--- config.mk ---
export PLATFORM = sky130hd
export DESIGN_NAME = mcu_power_top
export DESIGN_NICKNAME = d
export VERILOG_FILES = /design/src/pwr_pkg.sv /design/src/ack_wait.sv /design/src/irq_wakeup.sv /design/src/mcu_power_top.sv /design/src/pwr_domain_regs.sv /design/src/pwr_seq_ctrl.sv
export VERILOG_INCLUDE_DIRS = /design/src /design/src/src
export SDC_FILE = /design/constraint.sdc
export NUM_CORES = 1
export LEC_CHECK = 0
export ABC_AREA = 1
export BUFFER_PORTS_ARGS = -buffer_cell sky130_fd_sc_hd__buf_2
export CORE_UTILIZATION = 50
export CTS_BUF_LIST = sky130_fd_sc_hd__clkbuf_8 sky130_fd_sc_hd__clkbuf_16
export DETAILED_ROUTE_END_ITERATION = 8
export PLACE_DENSITY = 0.78
export SYNTH_ARGS = -nofsm -noshare
export SYNTH_HDL_FRONTEND = slang
export SYNTH_SLANG_ARGS = --single-unit
--- constraint.sdc ---
create_clock -name clk_i -period 3.2 [get_ports clk_i]
set_input_delay 0.32 -clock clk_i [delete_from_list [all_inputs] [get_ports clk_i]]
set_output_delay 0.32 -clock clk_i [all_outputs]
set_load 0.02 [all_outputs]
--- src/pwr_params.svh ---
/*
 * sizing of the always-on power controller
 * domain counts, acknowledge timeout, synchronizer depth, irq width
 */
`ifndef PWR_PARAMS_SVH
`define PWR_PARAMS_SVH

// memory banks, each its own power domain
`define PWR_NUM_BANKS 4

// cpu + peripheral + banks
`define PWR_NUM_DOMAINS (`PWR_NUM_BANKS + 2)

// cycles allowed for a switch acknowledge
`define PWR_ACK_TIMEOUT 64

// flops on each acknowledge line
`define PWR_SYNC_STAGES 2

// fast interrupt vector width
`define PWR_FAST_IRQ_W 16

`endif

--- src/pwr_pkg.sv ---
/*
 * types shared by the power controller blocks
 * domain ids, commands, per-domain control word, steps, interrupts
 */
`include "pwr_params.svh"

package pwr_pkg;

  // 0 cpu, 1 peripheral, 2.. memory banks
  typedef logic [2:0] domain_id_t;

  localparam domain_id_t DOM_CPU   = 3'd0;
  localparam domain_id_t DOM_BANK0 = 3'd2;

  typedef enum logic [1:0] {
    OP_OFF    = 2'd0,
    OP_RETAIN = 2'd1,
    OP_ON     = 2'd2
  } pwr_op_e;

  typedef struct packed {
    domain_id_t dom;
    pwr_op_e    op;
  } pwr_cmd_t;

  // all lines active low so all ones means fully powered and running
  typedef struct packed {
    logic pwrgate_en_n;
    logic isogate_en_n;
    logic rst_n;
    logic clkgate_en_n;
    logic retentive_en_n;
  } pwr_ctrl_t;

  typedef enum logic [3:0] {
    STEP_GATE_CLK,
    STEP_ISOLATE,
    STEP_HOLD_RST,
    STEP_SWITCH_OFF,
    STEP_RETAIN,
    STEP_SWITCH_ON,
    STEP_RELEASE_ISO,
    STEP_RELEASE_RST,
    STEP_UNGATE_CLK
  } pwr_step_e;

  typedef logic [`PWR_FAST_IRQ_W-1:0] fast_irq_t;

  // raw sources with timer[0] as timer line 1
  typedef struct packed {
    logic [2:0] timer;
    logic       spi_flash;
    logic       spi;
    logic       dma_done;
    logic [7:0] gpio;
    logic       dma_window;
    logic       ext;
  } irq_src_t;

  typedef enum logic [1:0] {
    SEQ_IDLE,
    SEQ_PRE,
    SEQ_WAIT,
    SEQ_POST
  } seq_state_e;

endpackage

--- src/ack_wait.sv ---
/*
 * switch acknowledge synchronizers
 * wait for the expected level with a timeout
 */
`include "pwr_params.svh"

module ack_wait
  import pwr_pkg::*;
(
  input  logic                        clk_i,
  input  logic                        rst_n_i,
  input  logic [`PWR_NUM_DOMAINS-1:0] switch_ack_ni,
  input  logic                        wait_start_i,
  input  logic                        wait_level_i,
  input  domain_id_t                  wait_dom_i,
  output logic                        ack_seen_o,
  output logic                        ack_timeout_o
);

  localparam int CNT_W = $clog2(`PWR_ACK_TIMEOUT);

  logic [`PWR_NUM_DOMAINS-1:0] sync_q [`PWR_SYNC_STAGES];
  logic [`PWR_NUM_DOMAINS-1:0] ack_sync;
  logic                        active_q;
  logic                        level_q;
  domain_id_t                  dom_q;
  logic [CNT_W-1:0]            cnt_q;
  logic                        match;
  logic                        expired;

  always_ff @(posedge clk_i) begin
    if (!rst_n_i) begin
      for (int s = 0; s < `PWR_SYNC_STAGES; s++) begin
        sync_q[s] <= '0;
      end
    end else begin
      sync_q[0] <= switch_ack_ni;
      for (int s = 1; s < `PWR_SYNC_STAGES; s++) begin
        sync_q[s] <= sync_q[s-1];
      end
    end
  end

  assign ack_sync = sync_q[`PWR_SYNC_STAGES-1];
  assign match    = (ack_sync[dom_q] == level_q);
  assign expired  = (cnt_q == CNT_W'(`PWR_ACK_TIMEOUT - 1));

  always_ff @(posedge clk_i) begin
    if (!rst_n_i) begin
      active_q <= 1'b0;
      cnt_q    <= '0;
    end else if (wait_start_i) begin
      active_q <= 1'b1;
      cnt_q    <= '0;
    end else if (active_q) begin
      if (match || expired) begin
        active_q <= 1'b0;
      end
      cnt_q <= cnt_q + 1'b1;
    end
  end

  // expected level and domain of the running wait
  always_ff @(posedge clk_i) begin
    if (wait_start_i) begin
      level_q <= wait_level_i;
      dom_q   <= wait_dom_i;
    end
  end

  assign ack_seen_o    = active_q && match;
  assign ack_timeout_o = active_q && !match && expired;

  // a wait ends with a single report strobe
  a_single_report: assert property (@(posedge clk_i) disable iff (!rst_n_i)
    (ack_seen_o || ack_timeout_o) |=> !(ack_seen_o || ack_timeout_o));

endmodule

--- src/irq_wakeup.sv ---
/*
 * fast interrupt vector assembly and masking
 * cpu wake request while its domain is held in reset
 */
`include "pwr_params.svh"

module irq_wakeup
  import pwr_pkg::*;
(
  input  irq_src_t                         irq_src_i,
  input  fast_irq_t                        irq_mask_i,
  input  pwr_ctrl_t [`PWR_NUM_DOMAINS-1:0] pwr_ctrl_i,
  output fast_irq_t                        fast_irq_o,
  output logic                             wake_req_o
);

  fast_irq_t raw_vec;
  logic      cpu_in_reset;

  // fast interrupt lines from bit 0 upward
  // timers 2:0, dma done, spi, spi flash, gpio 13:6, dma window, external
  assign raw_vec = {
    irq_src_i.ext,
    irq_src_i.dma_window,
    irq_src_i.gpio,
    irq_src_i.spi_flash,
    irq_src_i.spi,
    irq_src_i.dma_done,
    irq_src_i.timer
  };

  // a set mask bit enables the line
  assign fast_irq_o = raw_vec & irq_mask_i;

  assign cpu_in_reset = !pwr_ctrl_i[DOM_CPU].rst_n;

  assign wake_req_o = (|fast_irq_o) && cpu_in_reset;

endmodule

--- src/mcu_power_top.sv ---
/*
 * always-on power controller top
 * sequencer, domain registers, ack wait and interrupt wake-up
 */
`include "pwr_params.svh"

module mcu_power_top
  import pwr_pkg::*;
(
  input  logic                             clk_i,
  input  logic                             rst_n_i,
  input  logic                             cmd_valid_i,
  input  pwr_cmd_t                         cmd_i,
  input  irq_src_t                         irq_src_i,
  input  fast_irq_t                        irq_mask_i,
  input  logic [`PWR_NUM_DOMAINS-1:0]      switch_ack_ni,
  output pwr_ctrl_t [`PWR_NUM_DOMAINS-1:0] pwr_ctrl_o,
  output fast_irq_t                        fast_irq_o,
  output logic                             busy_o,
  output logic                             done_o,
  output logic                             ack_err_o
);

  logic       step_valid;
  pwr_step_e  step;
  domain_id_t step_dom;
  logic       wait_start;
  logic       wait_level;
  logic       ack_seen;
  logic       ack_timeout;
  logic       wake_req;

  pwr_seq_ctrl u_seq_ctrl (
    .clk_i         (clk_i),
    .rst_n_i       (rst_n_i),
    .cmd_valid_i   (cmd_valid_i),
    .cmd_i         (cmd_i),
    .wake_req_i    (wake_req),
    .ack_seen_i    (ack_seen),
    .ack_timeout_i (ack_timeout),
    .step_valid_o  (step_valid),
    .step_o        (step),
    .step_dom_o    (step_dom),
    .wait_start_o  (wait_start),
    .wait_level_o  (wait_level),
    .busy_o        (busy_o),
    .done_o        (done_o),
    .ack_err_o     (ack_err_o)
  );

  pwr_domain_regs u_domain_regs (
    .clk_i        (clk_i),
    .rst_n_i      (rst_n_i),
    .step_valid_i (step_valid),
    .step_i       (step),
    .step_dom_i   (step_dom),
    .pwr_ctrl_o   (pwr_ctrl_o)
  );

  // waits on the domain the sequencer is stepping
  ack_wait u_ack_wait (
    .clk_i         (clk_i),
    .rst_n_i       (rst_n_i),
    .switch_ack_ni (switch_ack_ni),
    .wait_start_i  (wait_start),
    .wait_level_i  (wait_level),
    .wait_dom_i    (step_dom),
    .ack_seen_o    (ack_seen),
    .ack_timeout_o (ack_timeout)
  );

  irq_wakeup u_irq_wakeup (
    .irq_src_i  (irq_src_i),
    .irq_mask_i (irq_mask_i),
    .pwr_ctrl_i (pwr_ctrl_o),
    .fast_irq_o (fast_irq_o),
    .wake_req_o (wake_req)
  );

endmodule

--- src/pwr_domain_regs.sv ---
/*
 * control word register of every power domain
 * one line of the addressed domain changes per step strobe
 */
`include "pwr_params.svh"

module pwr_domain_regs
  import pwr_pkg::*;
(
  input  logic                                  clk_i,
  input  logic                                  rst_n_i,
  input  logic                                  step_valid_i,
  input  pwr_step_e                             step_i,
  input  domain_id_t                            step_dom_i,
  output pwr_ctrl_t [`PWR_NUM_DOMAINS-1:0]      pwr_ctrl_o
);

  pwr_ctrl_t [`PWR_NUM_DOMAINS-1:0] ctrl_q;
  logic                             is_bank;

  // only memory banks have retention cells
  assign is_bank = (step_dom_i >= DOM_BANK0);

  always_ff @(posedge clk_i) begin
    if (!rst_n_i) begin
      ctrl_q <= '1;
    end else if (step_valid_i) begin
      case (step_i)
        STEP_GATE_CLK:    ctrl_q[step_dom_i].clkgate_en_n <= 1'b0;
        STEP_ISOLATE:     ctrl_q[step_dom_i].isogate_en_n <= 1'b0;
        STEP_HOLD_RST:    ctrl_q[step_dom_i].rst_n        <= 1'b0;
        STEP_SWITCH_OFF:  ctrl_q[step_dom_i].pwrgate_en_n <= 1'b0;
        STEP_RETAIN: begin
          if (is_bank) begin
            ctrl_q[step_dom_i].retentive_en_n <= 1'b0;
          end
        end
        STEP_SWITCH_ON: begin
          ctrl_q[step_dom_i].retentive_en_n <= 1'b1;
          ctrl_q[step_dom_i].pwrgate_en_n   <= 1'b1;
        end
        STEP_RELEASE_ISO: ctrl_q[step_dom_i].isogate_en_n <= 1'b1;
        STEP_RELEASE_RST: ctrl_q[step_dom_i].rst_n        <= 1'b1;
        STEP_UNGATE_CLK:  ctrl_q[step_dom_i].clkgate_en_n <= 1'b1;
        default: ;
      endcase
    end
  end

  assign pwr_ctrl_o = ctrl_q;

  // an un-isolated domain must be powered across the whole step order
  for (genvar d = 0; d < `PWR_NUM_DOMAINS; d++) begin : g_chk
    a_iso_needs_power: assert property (@(posedge clk_i) disable iff (!rst_n_i)
      ctrl_q[d].isogate_en_n |-> ctrl_q[d].pwrgate_en_n);
  end

endmodule

--- src/pwr_seq_ctrl.sv ---
/*
 * power sequencing FSM
 * takes commands or cpu wake requests and walks the step order
 */
`include "pwr_params.svh"

module pwr_seq_ctrl
  import pwr_pkg::*;
(
  input  logic       clk_i,
  input  logic       rst_n_i,
  input  logic       cmd_valid_i,
  input  pwr_cmd_t   cmd_i,
  input  logic       wake_req_i,
  input  logic       ack_seen_i,
  input  logic       ack_timeout_i,
  output logic       step_valid_o,
  output pwr_step_e  step_o,
  output domain_id_t step_dom_o,
  output logic       wait_start_o,
  output logic       wait_level_o,
  output logic       busy_o,
  output logic       done_o,
  output logic       ack_err_o
);

  seq_state_e state_q, state_d;
  pwr_op_e    op_q;
  domain_id_t dom_q;
  logic [1:0] idx_q;
  logic       done_q;
  logic       err_q;
  logic       cmd_ok;
  logic       last_pre;
  logic       last_post;
  logic       finish;
  logic       finish_err;

  // steps before the acknowledge wait
  function automatic pwr_step_e pre_step(input pwr_op_e op, input logic [1:0] idx);
    pwr_step_e s;
    if (op == OP_ON) begin
      s = STEP_SWITCH_ON;
    end else begin
      case (idx)
        2'd0:    s = STEP_GATE_CLK;
        2'd1:    s = STEP_ISOLATE;
        2'd2:    s = STEP_HOLD_RST;
        default: s = (op == OP_RETAIN) ? STEP_RETAIN : STEP_SWITCH_OFF;
      endcase
    end
    return s;
  endfunction

  // power-on tail once the switch reports on
  function automatic pwr_step_e post_step(input logic [1:0] idx);
    pwr_step_e s;
    case (idx)
      2'd0:    s = STEP_RELEASE_ISO;
      2'd1:    s = STEP_RELEASE_RST;
      default: s = STEP_UNGATE_CLK;
    endcase
    return s;
  endfunction

  assign cmd_ok = cmd_valid_i
                  && (cmd_i.op inside {OP_OFF, OP_RETAIN, OP_ON})
                  && (int'(cmd_i.dom) < `PWR_NUM_DOMAINS);

  assign last_pre  = (op_q == OP_ON) ? (idx_q == 2'd0) : (idx_q == 2'd3);
  assign last_post = (idx_q == 2'd2);

  always_comb begin
    state_d      = state_q;
    step_valid_o = 1'b0;
    step_o       = STEP_GATE_CLK;
    wait_start_o = 1'b0;
    finish       = 1'b0;
    finish_err   = 1'b0;
    case (state_q)
      SEQ_IDLE: begin
        if (wake_req_i || cmd_ok) begin
          state_d = SEQ_PRE;
        end
      end
      SEQ_PRE: begin
        step_valid_o = 1'b1;
        step_o       = pre_step(op_q, idx_q);
        if (last_pre) begin
          if (op_q == OP_RETAIN) begin
            finish = 1'b1;
          end else begin
            wait_start_o = 1'b1;
            state_d      = SEQ_WAIT;
          end
        end
      end
      SEQ_WAIT: begin
        if (ack_seen_i) begin
          if (op_q == OP_ON) begin
            state_d = SEQ_POST;
          end else begin
            finish = 1'b1;
          end
        end else if (ack_timeout_i) begin
          finish     = 1'b1;
          finish_err = 1'b1;
        end
      end
      SEQ_POST: begin
        step_valid_o = 1'b1;
        step_o       = post_step(idx_q);
        finish       = last_post;
      end
      default: state_d = SEQ_IDLE;
    endcase
    if (finish) begin
      state_d = SEQ_IDLE;
    end
  end

  always_ff @(posedge clk_i) begin
    if (!rst_n_i) begin
      state_q <= SEQ_IDLE;
      idx_q   <= '0;
      done_q  <= 1'b0;
      err_q   <= 1'b0;
    end else begin
      state_q <= state_d;
      done_q  <= finish;
      err_q   <= finish_err;
      if (state_d != state_q) begin
        idx_q <= '0;
      end else if (step_valid_o) begin
        idx_q <= idx_q + 2'd1;
      end
    end
  end

  // wake request beats a command in the same cycle
  always_ff @(posedge clk_i) begin
    if (state_q == SEQ_IDLE) begin
      if (wake_req_i) begin
        op_q  <= OP_ON;
        dom_q <= DOM_CPU;
      end else if (cmd_ok) begin
        op_q  <= cmd_i.op;
        dom_q <= cmd_i.dom;
      end
    end
  end

  assign step_dom_o   = dom_q;
  // high ack_n means the switch is open
  assign wait_level_o = (op_q == OP_OFF);
  assign busy_o       = (state_q != SEQ_IDLE);
  assign done_o       = done_q;
  assign ack_err_o    = err_q;

  // idle with no request stays quiet on the next cycle
  a_no_step_in_idle: assert property (@(posedge clk_i) disable iff (!rst_n_i)
    (state_q == SEQ_IDLE && !wake_req_i && !cmd_ok) |=> !step_valid_o);

  a_done_one_cycle: assert property (@(posedge clk_i) disable iff (!rst_n_i)
    done_o |=> !done_o);

endmodule
# ---- Word level (Yosys, flattened, before mapping)
# Memories as Yosys holds them, arrays and structs flattened.
# Index checks and enable logic that the tools add are counted.
dict set report totals {
  reg_bits 52
  ram_bits 12
  out_inout_bits 49
  wordCells 158
  mem_count 1
}
dict set report classes {
  n_addsub 2
  n_lt_le_gt_ge 5
  n_eq_ne 22
  n_mux 56
  n_bitwise 5
  n_reduce_logical 27
}
# memory depth width rd rd_clocked_by_memory_dff write_ports line_no
set mem_list {}
lappend mem_list {u_ack_wait.sync_q 2 6 2 0 2 ack_wait.sv:22} ;# logic [`PWR_NUM_DOMAINS-1:0] sync_q [`PWR_SYNC_STAGES];
# cell count
set op_table {}
lappend op_table {{$bwmux 30} 10}
lappend op_table {{$pmux 30 s9} 1}
lappend op_table {{$demux 5 s3} 5}
lappend op_table {{$mux 30} 1}
lappend op_table {{$mux 1} 17}
lappend op_table {{$and 16x16->16} 1}
lappend op_table {{$eq 4x3->1 const B} 4}
lappend op_table {{$mux 2} 8}
lappend op_table {{$pmux 4 s2} 2}
lappend op_table {{$reduce_or 16->1} 1}
lappend op_table {{$eq 2x2->1 const B} 6}
lappend op_table {{$mux 6} 2}
lappend op_table {{$pmux 4 s3} 1}
lappend op_table {{$mux 3} 3}
lappend op_table {{$reduce_bool 9->1} 1}
lappend op_table {{$eq 2x1->1 const B} 4}
lappend op_table {{$eq 4x2->1 const B} 2}
lappend op_table {{$logic_not 2->1} 4}
lappend op_table {{$lt 3x4->1 const B} 2}
lappend op_table {{$mux 4} 2}
lappend op_table {{$logic_and 1x1->1} 7}
lappend op_table {{$add 6x1->6 const B} 1}
lappend op_table {{$eq 6x6->1 const B} 1}
lappend op_table {{$pmux 2 s3} 1}
lappend op_table {{other kinds (23)} 30}

# ---- Longest topological paths before layout
# Gate-level depths: netlist of the first run.
# An unclocked memory read counts as a cell.
dict set report logic_depth {
  depth_word 13
  ltp_mapped 14
  depth_no_buf 14
}

# ---- By module
# Synthesis of the first run repeated with hierarchy kept, for this count alone.
dict set report unflattened {
  cells_unflattened 572
  area_unflattened_um2 3692.3
}
# module n_inst cells_each area_each_um2 seq_area_each_um2
set modules_own_cells {}
lappend modules_own_cells {pwr_domain_regs 1 314 1899.3 600.6}
lappend modules_own_cells {ack_wait 1 110 884.6 500.5}
lappend modules_own_cells {pwr_seq_ctrl 1 100 728.2 270.3}
lappend modules_own_cells {irq_wakeup 1 48 180.2 0.0}

# ---- Worst setup path after synthesis of the first run
# No wires, ideal clock.
dict set report synth_path {
  path_kind {reg2reg}
  from {register u_seq_ctrl.idx_q[0]}
  to {register (tool-made name)}
  setup_ns 0.134
  t_arrival_ns 1.589
  t_required_ns 3.066
  slack_ns 1.478
  path_stages_with_launch 13
  cell_sequence {dfxtp_1 -> ha_1 -> nand2_1 -> nand2_1 -> nand2_1 -> nand2_1 -> inv_2 -> nand3_4 -> nand3_2 -> nor2_1 -> nand2_1 -> o21ai_1 -> nand3_1}
}
# element line_no
set synth_lines {}
lappend synth_lines {{from (decl)} pwr_seq_ctrl.sv:30} ;# logic [1:0] idx_q;
lappend synth_lines {{from (signal assigned)} pwr_seq_ctrl.sv:135} ;# idx_q <= idx_q + 2'd1;

==> impl_results.md, run 1 <==
* Slowest cell on crit path: a21oi_1
* Gpl congestion at around 0.9
* DRC at 0
* H-Tree Depth at 3
* Worst Path Arrival at roughly 2.3 ns
* XOR/XNOR Fraction of Synth Area at 1.13%
* Max cap viols at 0
* Tmin final at 2.08 ns
* Mapped Area at roughly 3000 um^2
* Post-Synth Simple-Gate Area at a little under a third
* Clk slew on worst S/H paths at 0.07 ns
* CTS resizes at 0
* Post-synthesis sequential area ratio at around 44%
* TritonCTS Buffers at 9
* Hold Crit Class: input port to flip-flop
* CP Capture Type: flip-flop
* Gr ovfl total at 0
* Hold_ws at roughly 0.15 ns
* CTS Sinks at 64
* Filler instances at 510
* 1st-iter DRT viols at 143
* CTS max path bufs at 2
* Inst Count DP at between 500 and 600
* Routed len/inst at 11.9 um
* Final worst slack at 1.12 ns
* Startpoint types: flip-flop
* IO Port Bufs at 94
* Cell Pwr Density at a little under 500 nW/um^2
* Clk_skew at 0.00604 ns
* Ports at 95
* Hold Vio Cnt, Final at 0
* Die width at slightly above 80 um
* Detailed placer's ending HPWL at 5550 um
* Power Total at 1.87 mW
* Slew Limit Fails at 0
* Synth Net Count at 483
* Fmax at slightly below 500 MHz
* Die Y at 80.6 um
* Post-DR vias/cell at about 5.1
* Netlist cell types at 31
* Initial antenna violation count at 0
* Via count at 3096
* Worst EP required at 3.40 ns
* Root Buffer: clkbuf_8
* Setup Buffers After CTS at 0
* CP Max Fanout at 7
* DR pass1 iterations at 5
* RSZ-0062 raised after global routing: false
* Final period util at roughly 65%
* Nets at 582
* Global-route wire length before repair at between 10000 and 15000 um
* Pre-CTS setup slack at around 1.2 ns
* Post-route setup TNS at 0 ns
* Layout cell share with drive strength beyond 1 at 24.6%
* Final WL at 7290 um
* Main combinational cell family by area after synthesis: simple AND/OR/NAND/NOR gates
* Post-synthesis adder-cell area fraction at 2.03%
* Cells after synthesis at 432
* Worst-Margin Slew at between 0.7 and 0.8 ns
* Slew HR at around 49%
* Layout area overhead at 24.8%
* Core ar. at just under 6000 um^2
* Critical-path cell list: ha_1 -> nand2_1 -> nor2_1 -> a21oi_1 -> nand2_2 -> nor2_2 -> nand2_1 -> o21ai_1 -> nand3_1
* Main synth FF type: dfxtp_1
* Hold buffer count at cts at 0
* Leakage Power at roughly 2.0 nW
* Slowest cell delay on critical path at 0.50 ns
* #FFs+latches synth at 64
* Die area at 6490 um^2
* # setup viols final at 0
* Worst-Skew Late Latency at approximately 0.34 ns
* Vias in the first global route at 2842
* Mux share of post-synthesis cell area at 0.324%
* Initial Utilization at a little over half
* Syn_area_per_cell at a little over 7 um^2
* Status: finished, final reports clean
* EDFF count, synth at 9
* Most used cell, CP: nand2_1
* # rows at 28
* Synth async-reset ratio at 0%
* Detail Route Antenna Nets at 0
* TritonCTS clock tree: yes
* Compound-cell area share of the yosys netlist at 11.3%
* GRT Total Usage at 24.9%
* Yosys warns at 0
* CP Class: flip-flop to flip-flop
* Post-route insts no fill at 611
* Largest net degree at the start of global routing at between 40 and 50
* VDD IR max at 300 uV
* N_diodes at 0
==> worst max-delay path: cells and delay by family, from the launching register on <==
| family | cells | cell delay, ns |
|---|---|---|
| adders and majority gates | 1 | 0.25 |
| and+or+nand+nor | 6 | 0.69 |
| DFF | 1 | 0.35 |
| AOI/OAI and AO/OA | 2 | 0.66 |
==> report_power, final <==
part	internal [mW]	total, mW	switching (mW)
registers	0.843	0.863	0.0194
logic	0.0792	0.231	0.152
clock network	0.474	0.776	0.302
total	1.40	1.87	0.473
==> routing by layer <==
layer / part of all wire (%) / track usage (%) / vias to the layer above
met2: 48 / 40.9 / 142
met5: 0 / 0 / -
li1: - / - / 1568
met1: 42 / 30.2 / 1369
met4: 2.1 / 13.4 / 0
met3: 7.7 / 5.34 / 17
==> cells by family after synthesis <==
kind of cell | after synthesis
simple gates | 215
buf+inv | 85
flops | 64
compound gates | 58
fa+ha+maj | 5
xor+xnor | 4
mux | 1
==> worst paths after layout <==
check	from	to	slack, ns	cells past startpoint
min	switch_ack_ni[2]	u_ack_wait.sync_q[0][2]$_SDFF_PN0_	0.15	3
min reg2reg	u_ack_wait.sync_q[0][2]$_SDFF_PN0_	u_ack_wait.sync_q[0][8]$_SDFF_PN0_	0.41	2
max reg2reg	u_seq_ctrl.idx_q[0]$_SDFFE_PP0N_	flip-flop	1.12	9
max	u_seq_ctrl.idx_q[0]$_SDFFE_PP0N_	flip-flop	1.12	9
==> synth_stat cells (all sizes together) (2+ instances only) <==
| master | n | area (um^2) |
|---|---|---|
| edfxtp | 9 | 270 |
| a21oi | 5 | 25.0 |
| ha | 5 | 62.6 |
| nand4 | 4 | 25.0 |
| o21ai | 35 | 194 |
| nand3 | 32 | 183 |
| o211ai | 11 | 82.6 |
| xnor2 | 2 | 17.5 |
| dfxtp | 55 | 1100 |
| o22ai | 4 | 25.0 |
| or2 | 4 | 25.0 |
| nor2 | 52 | 213 |
| nand2 | 112 | 433 |
| nor3 | 9 | 45.0 |
| o2111ai | 2 | 17.5 |
| clkbuf | 6 | 22.5 |
| inv | 79 | 297 |
| xor2 | 2 | 17.5 |
==> placed cells by master (no fill, tap or decap), types with 4 or more instances in the layout <==
| cell type | instances |
|---|---|
| o211ai_1 | 11 |
| nand2_2 | 5 |
| buf_2 | 94 |
| clkbuf_8 | 11 |
| nor2_2 | 4 |
| nand2_1 | 107 |
| nand4_1 | 4 |
| o21ai_1 | 8 |
| edfxtp_1 | 9 |
| inv_2 | 4 |
| ha_1 | 5 |
| dfxtp_1 | 55 |
| or2_2 | 4 |
| nor3_1 | 9 |
| o22ai_1 | 4 |
| nor2_1 | 47 |
| a21oi_1 | 5 |
| nand3_1 | 29 |
| o21ai_0 | 24 |
| inv_1 | 77 |
==> layout make-up <==
type | count | area, um^2 | area share [%]
Multi-Input combinational cell | 283 | 1400 | 36.2
Sequential cell | 64 | 1370 | 35.6
Timing Repair Buffer | 94 | 470 | 12.2
Inverter | 79 | 297 | 7.70
Clock buffer | 11 | 151 | 3.93
Tap cell | 75 | 93.8 | 2.44
Clock inverter | 5 | 72.6 | 1.88
==> through the flow <==
step	util, %	instance area, um^2
3_5_place_dp	61.3	3630
3_3_place_gp	61.3	3630
2_1_floorplan	-	3090
6_report	65.1	3850
4_1_cts	65.1	3850
5_1_grt	65.1	3850
(Power assumes the default switching activity.)
==> run 2, diff against run 1 <==
Settings changed: CORE_UTILIZATION 50 to 46, PLACE_DENSITY 0.78 to 0.76.
Clock period 3.2 ns to 1.9 ns, I/O delays scaled along.
==> impl_results.md, run 2 (synthesis results as in run 1) <==
* Post-DR vias/cell at 5.02 (was 5.07)
* Most used routing layer in global routing: met2 (unchanged)
* Worst-Margin Slew at 0.329 ns (was 0.770 ns)
* GRT Total Usage at 21.8% (was 24.9%)
* Detail Route Antenna Nets at 0 (unchanged)
* # rows at 29 (was 28)
* Met2 Usage GRT at 37.6% (was 40.9%)
* CP Max Fanout at 5 (was 7)
* Core ar. at 6420 um^2 (was 5920 um^2)
* Filler instances at 529 (was 510)
* Hold Crit Class: input port to flip-flop (unchanged)
* Routed len/inst at 12.2 um (was 11.9 um)
* TritonCTS Buffers at 9 (unchanged)
* Slew HR at 77.9% (was 48.7%)
* Die Y at 83.9 um (was 80.6 um)
* CTS Sinks at 64 (unchanged)
* 1st-iter DRT viols at 288 (was 143)
* Leakage Power at 2.14 nW (was 2.03 nW)
* Inst Count DP at 612 (was 595)
* Vias in the first global route at 2825 (was 2842)
* Global-route wire length before repair at 12100 um (was 12200 um)
* Detailed placer's ending HPWL at 5590 um (was 5550 um)
* Clk slew on worst S/H paths at 0.07 ns (about the same)
* Power share of the clock group at 39.8% (was 41.5%)
* Slew Limit Fails at 0 (unchanged)
* Nets at 601 (was 582)
* Commonest non-fill, non-tap cells in the layout: 101 x nand2_1, 94 x buf_2, 73 x inv_1 (was 107 x nand2_1, 94 x buf_2, 77 x inv_1)
* Flip-flop and latch area at 1380 um^2 (was 1370 um^2)
* Tmin final at 1.89 ns (was 2.08 ns)
* Post-route insts no fill at 631 (was 611)
* IO Port Bufs at 94 (unchanged)
* Failing checks: DRC
* CTS max path bufs at 2 (unchanged)
* Switch Pwr at 809 uW (was 473 uW)
* Status: finished with violations (was finished, final reports clean)
* Initial Utilization at 48.1% (was 52.1%)
* RSZ-0062 raised after global routing: true (was false)
* Final WL at 7690 um (was 7290 um)
* Commonest non-fill, non-tap cell in the layout: nand2_1 (unchanged)
* Total internal power at 2.34 mW (was 1.40 mW)
* DRC at 6 (was 0)
* DR pass1 iterations at 7 (was 5)
* N_diodes at 0 (unchanged)
* Worst-Skew Late Latency at 0.34 ns (about the same)
* Area of the multi-input gates at 1490 um^2 (was 1400 um^2)
* Critical-path cell list: inv_1 -> ha_1 -> nor2_2 -> nor2_1 -> inv_1 -> o21ai_4 -> nor2_4 -> nor2_2 -> nor2_4 -> nand3_4 -> o21ai_2 -> nand3_1 (was ha_1 -> nand2_1 -> nor2_1 -> a21oi_1 -> nand2_2 -> nor2_2 -> nand2_1 -> o21ai_1 -> nand3_1)
* Layout area overhead at 32.5% (was 24.8%)
* Cell Pwr Density at 771 nW/um^2 (was 485 nW/um^2)
* Slowest cell on crit path: dfxtp_4 (was a21oi_1)
* Sequential Power Share at 46.2% (about the same)
* CP Class: flip-flop to flip-flop (unchanged)
* Comb power frac at 14.0% (was 12.3%)
* Layout cell share with drive strength beyond 1 at 31.4% (was 24.6%)
* Root Buffer: clkbuf_8 (unchanged)
* Slowest cell delay on critical path at 0.38 ns (was 0.50 ns)
* Max cap viols at 0 (unchanged)
* VDD IR max at 416 uV (was 300 uV)
* H-Tree Depth at 3 (unchanged)
* Initial antenna violation count at 0 (unchanged)
* Crit-path leading delay family: simple AND/OR/NAND/NOR gates (unchanged)
* Startpoint types: flip-flop (unchanged)
* TritonCTS clock tree: yes (unchanged)
* Die area at 7040 um^2 (was 6490 um^2)
* Hold buffer count at cts at 0 (unchanged)
* Final period util at 99.4% (was 64.9%)
* Worst Path Arrival at 2.11 ns (was 2.27 ns)
* Power Total at 3.15 mW (was 1.87 mW)
* GR Util met1 at 26.2% (was 30.2%)
* Fmax at 529 MHz (was 482 MHz)
* Gpl congestion at 0.909 (was 0.919)
* Hold Vio Cnt, Final at 0 (unchanged)
* Sw Share at 25.7% (was 25.3%)
* CP bufs+invs at 2 (was 0)
* Clk_skew at 0.00602 ns (was 0.00604 ns)
* Largest net degree at the start of global routing at 24 (was 46)
* Via count at 3167 (was 3096)
* Ports at 95 (unchanged)
* Met3 usage at 5.34% (about the same)
* Gr ovfl total at 0 (unchanged)
* Worst EP required at 2.12 ns (was 3.40 ns)
* Post-route setup TNS at 0 ns (unchanged)
* CP Capture Type: flip-flop (unchanged)
* Die width at 83.9 um (was 80.6 um)
* # setup viols final at 0 (unchanged)
==> run 2: worst min-delay path, delay by kind of cell <==
kind / cells / cell delay [ns]
simple gates: 1 / 0.04
buf+inv: 2 / 0.11
==> run 2: layer usage <==
layer  wire length (um)  up-vias
met5                  0        -
met4                103        0
met3                602       19
met2               3760      161
met1               3220     1384
li1                   -     1603
==> run 2: worst paths after layout <==
| path | start | endpoint | slack (ns) | cells past startpoint |
|---|---|---|---|---|
| setup / recovery | u_seq_ctrl.idx_q[0]$_SDFFE_PP0N_ | flip-flop | 0.01 | 12 |
| hold / removal | switch_ack_ni[0] | u_ack_wait.sync_q[0][0]$_SDFF_PN0_ | 0.03 | 3 |
| setup reg to reg | u_seq_ctrl.idx_q[0]$_SDFFE_PP0N_ | flip-flop | 0.01 | 12 |
| hold reg to reg | u_ack_wait.sync_q[0][1]$_SDFF_PN0_ | u_ack_wait.sync_q[0][7]$_SDFF_PN0_ | 0.41 | 2 |
==> run 2: area by class of cell <==
class,instances,area share (%)
Inverter,79,7.37
Tap cell,77,2.35
Clock inverter,5,1.80
Timing Repair Buffer,113,15.0
Clock buffer,10,3.36
Sequential cell,64,33.7
Multi-Input combinational cell,283,36.4
==> run 2: through the flow <==
| stage | cell area [um^2] | setup WS [ns] | utilization [%] | hold WS (ns) |
|---|---|---|---|---|
| 3_3_place_gp | 3740 | 0.0743 | 58.3 | 0.372 |
| 5_1_grt | 4090 | -0.112 | 63.7 | 0.0314 |
| 3_5_place_dp | 3740 | -0.0171 | 58.3 | 0.374 |
| 6_report | 4090 | 0.0111 | 63.7 | 0.0267 |
| 2_1_floorplan | 3090 | 0.178 | - | 0.288 |
| 4_1_cts | 3960 | 0.00449 | 61.6 | 0.0187 |
==> run 2: timing repair <==
| item | 4_1_cts | 5_1_grt |
|---|---|---|
| pin swaps | 0 | 7 |
| endpoints found under the hold margin | 0 | 0 |
| setup endpoints to repair | 4 | 27 |
| resized for setup | 2 | 34 |
| setup buffers | 0 | 4 |
==> run 2: power groups by stage <==
stage                     sequential, mW  combinational, mW  clock, mW
after global routing                1.46              0.485       1.34
after global placement              1.48              0.396          0
final                               1.46              0.440       1.25
after floorplan                     1.49              0.239          0
after detailed placement            1.48              0.404          0
after CTS                           1.45              0.407       1.27
==> run 3, diff against run 2 <==
Settings changed: PLACE_DENSITY 0.76 to 0.84.
==> impl_results.md, run 3 (synthesis results as in run 1) <==
* Layout area overhead at 32.9% (was 32.5%)
* Vias in the first global route at 3031 (was 2825)
* Core ar. at 6420 um^2 (unchanged)
* Post-layout util at 63.9% (was 63.7%)
* Gr ovfl total at 0 (unchanged)
* TritonCTS clock tree: yes (unchanged)
* Cell Pwr Density at 776 nW/um^2 (was 771 nW/um^2)
* Hold Vio Cnt, Final at 0 (unchanged)
* Pre-CTS setup slack at -0.00338 ns (was -0.0171 ns)
* Initial Utilization at 48.1% (unchanged)
* Power Total at 3.19 mW (was 3.15 mW)
* DRC at 0 (was 6)
* N_diodes at 0 (unchanged)
* DR pass1 iterations at 6 (was 7)
* CP Class: flip-flop to flip-flop (unchanged)
* Detail Route Antenna Nets at 0 (unchanged)
* IO Port Bufs at 94 (unchanged)
* Final worst slack at 0.0741 ns (was 0.0111 ns)
* Routed len/inst at 12.2 um (about the same)
* Via count at 3246 (was 3167)
* # rows at 29 (unchanged)
* Initial antenna violation count at 0 (unchanged)
* Area after DPL at 3740 um^2 (unchanged)
* Startpoint types: flip-flop (unchanged)
* # setup viols final at 0 (unchanged)
* Status: finished, final reports clean (was finished with violations)
* Die Y at 83.9 um (unchanged)
* Clk_skew at 0.00949 ns (was 0.00602 ns)
* Worst-Skew Late Latency at 0.34 ns (about the same)
* CP Capture Type: flip-flop (unchanged)
* Hold Crit Class: input port to flip-flop (unchanged)
* CTS max path bufs at 2 (unchanged)
* Max cap viols at 0 (unchanged)
* Commonest non-fill, non-tap cells in the layout: 99 x nand2_1, 94 x buf_2, 71 x inv_1 (was 101 x nand2_1, 94 x buf_2, 73 x inv_1)
* Commonest non-fill, non-tap cell in the layout: nand2_1 (unchanged)
* Ports at 95 (unchanged)
* Worst-Margin Slew at 0.359 ns (was 0.329 ns)
* Detailed placer's ending HPWL at 5760 um (was 5590 um)
* CTS Sinks at 64 (unchanged)
* Layout cell share with drive strength beyond 1 at 32.0% (was 31.4%)
* H-Tree Depth at 3 (unchanged)
* Global-route wire length before repair at 12700 um (was 12100 um)
* Slew HR at 76.1% (was 77.9%)
* Leakage Power at 2.14 nW (about the same)
* Hold_ws at 0.0292 ns (was 0.0267 ns)
* Clk slew on worst S/H paths at 0.07 ns (about the same)
* TritonCTS Buffers at 9 (unchanged)
* Gpl congestion at 0.899 (was 0.909)
* Slew Limit Fails at 0 (unchanged)
* Tmin final at 1.83 ns (was 1.89 ns)
* Worst Path Arrival at 2.04 ns (was 2.11 ns)
* Die area at 7040 um^2 (unchanged)
* 1st-iter DRT viols at 259 (was 288)
* Final WL at 7730 um (was 7690 um)
* CP Max Fanout at 5 (unchanged)
* Die width at 83.9 um (unchanged)
* Final Instance Area at 4100 um^2 (was 4090 um^2)
* Worst EP required at 2.12 ns (about the same)
* RSZ-0062 raised after global routing: true (unchanged)
* Nets at 603 (was 601)
* GRT Total Usage at 22.4% (was 21.8%)
* Root Buffer: clkbuf_8 (unchanged)
* Post-DR vias/cell at 5.12 (was 5.02)
* Final period util at 96.1% (was 99.4%)
* Largest net degree at the start of global routing at 18 (was 24)
* VDD IR max at 500 uV (was 416 uV)
* Fmax at 548 MHz (was 529 MHz)
## run 3: cell count changes in the layout (fill, tap and decap cells not counted), sizes merged
cell,delta
buf,+2
clkinv,-1
clkinvlp,+2
## run 3: worst paths after layout
path                                                         start                                 end  slack, ns  depth (start not counted)
worst max-delay path              u_seq_ctrl.idx_q[0]$_SDFFE_PP0N_                           flip-flop       0.07                         12
worst max register to register    u_seq_ctrl.idx_q[0]$_SDFFE_PP0N_                           flip-flop       0.07                         12
worst min-delay path                              switch_ack_ni[0]  u_ack_wait.sync_q[0][0]$_SDFF_PN0_       0.03                          3
worst min register to register  u_ack_wait.sync_q[0][3]$_SDFF_PN0_  u_ack_wait.sync_q[0][9]$_SDFF_PN0_       0.41                          2
## run 3: where the power goes
part | internal [mW] | switching, mW
combinational | 0.164 | 0.278
clock | 0.767 | 0.519
sequential | 1.42 | 0.0371
total | 2.35 | 0.833
## run 3: layout make-up
class	instances	area [um^2]
clock buffer	10	138
timing repair buffer	115	628
multi-input combinational	283	1480
tap	77	96.3
clock inverter	6	83.8
fill	508	2320
inverter	79	299
sequential	64	1380
## run 3: metal layers
layer  part of all wire, %  GRT usage, %
met1                    40          26.7
met2                    48          38.7
met3                   8.8          5.84
met4                   2.2          7.84
met5                     0             0
## run 3: per-stage QoR
stage | TNS [ns] | instances
global placement | 0 | 612
global route | -0.418 | 634
floorplan | 0 | 432
finish | 0 | 634
detailed placement | -0.00338 | 612
CTS | 0 | 628
## run 3: repair_timing
action | CTS | global route
hold endpoints to repair | 0 | 0
pin swaps | 0 | 6
resized for setup | 2 | 31
cloned | 0 | 0
buffers inserted | 0 | 6
hold buffers | 0 | 0
endpoints found under the setup margin | 5 | 28
## run 3: worst max-delay path, stage by stage, from the launching register on
cell and delay [ns]:
dfxtp_4 0.38, inv_1 0.07, ha_1 0.22, nor2_2 0.11, nor2_1 0.06, inv_1 0.11, o21ai_4 0.10, nand3_4 0.12
nand3_2 0.10, nor2_2 0.13, nand2_2 0.08, o21ai_1 0.13, nand3_1 0.08
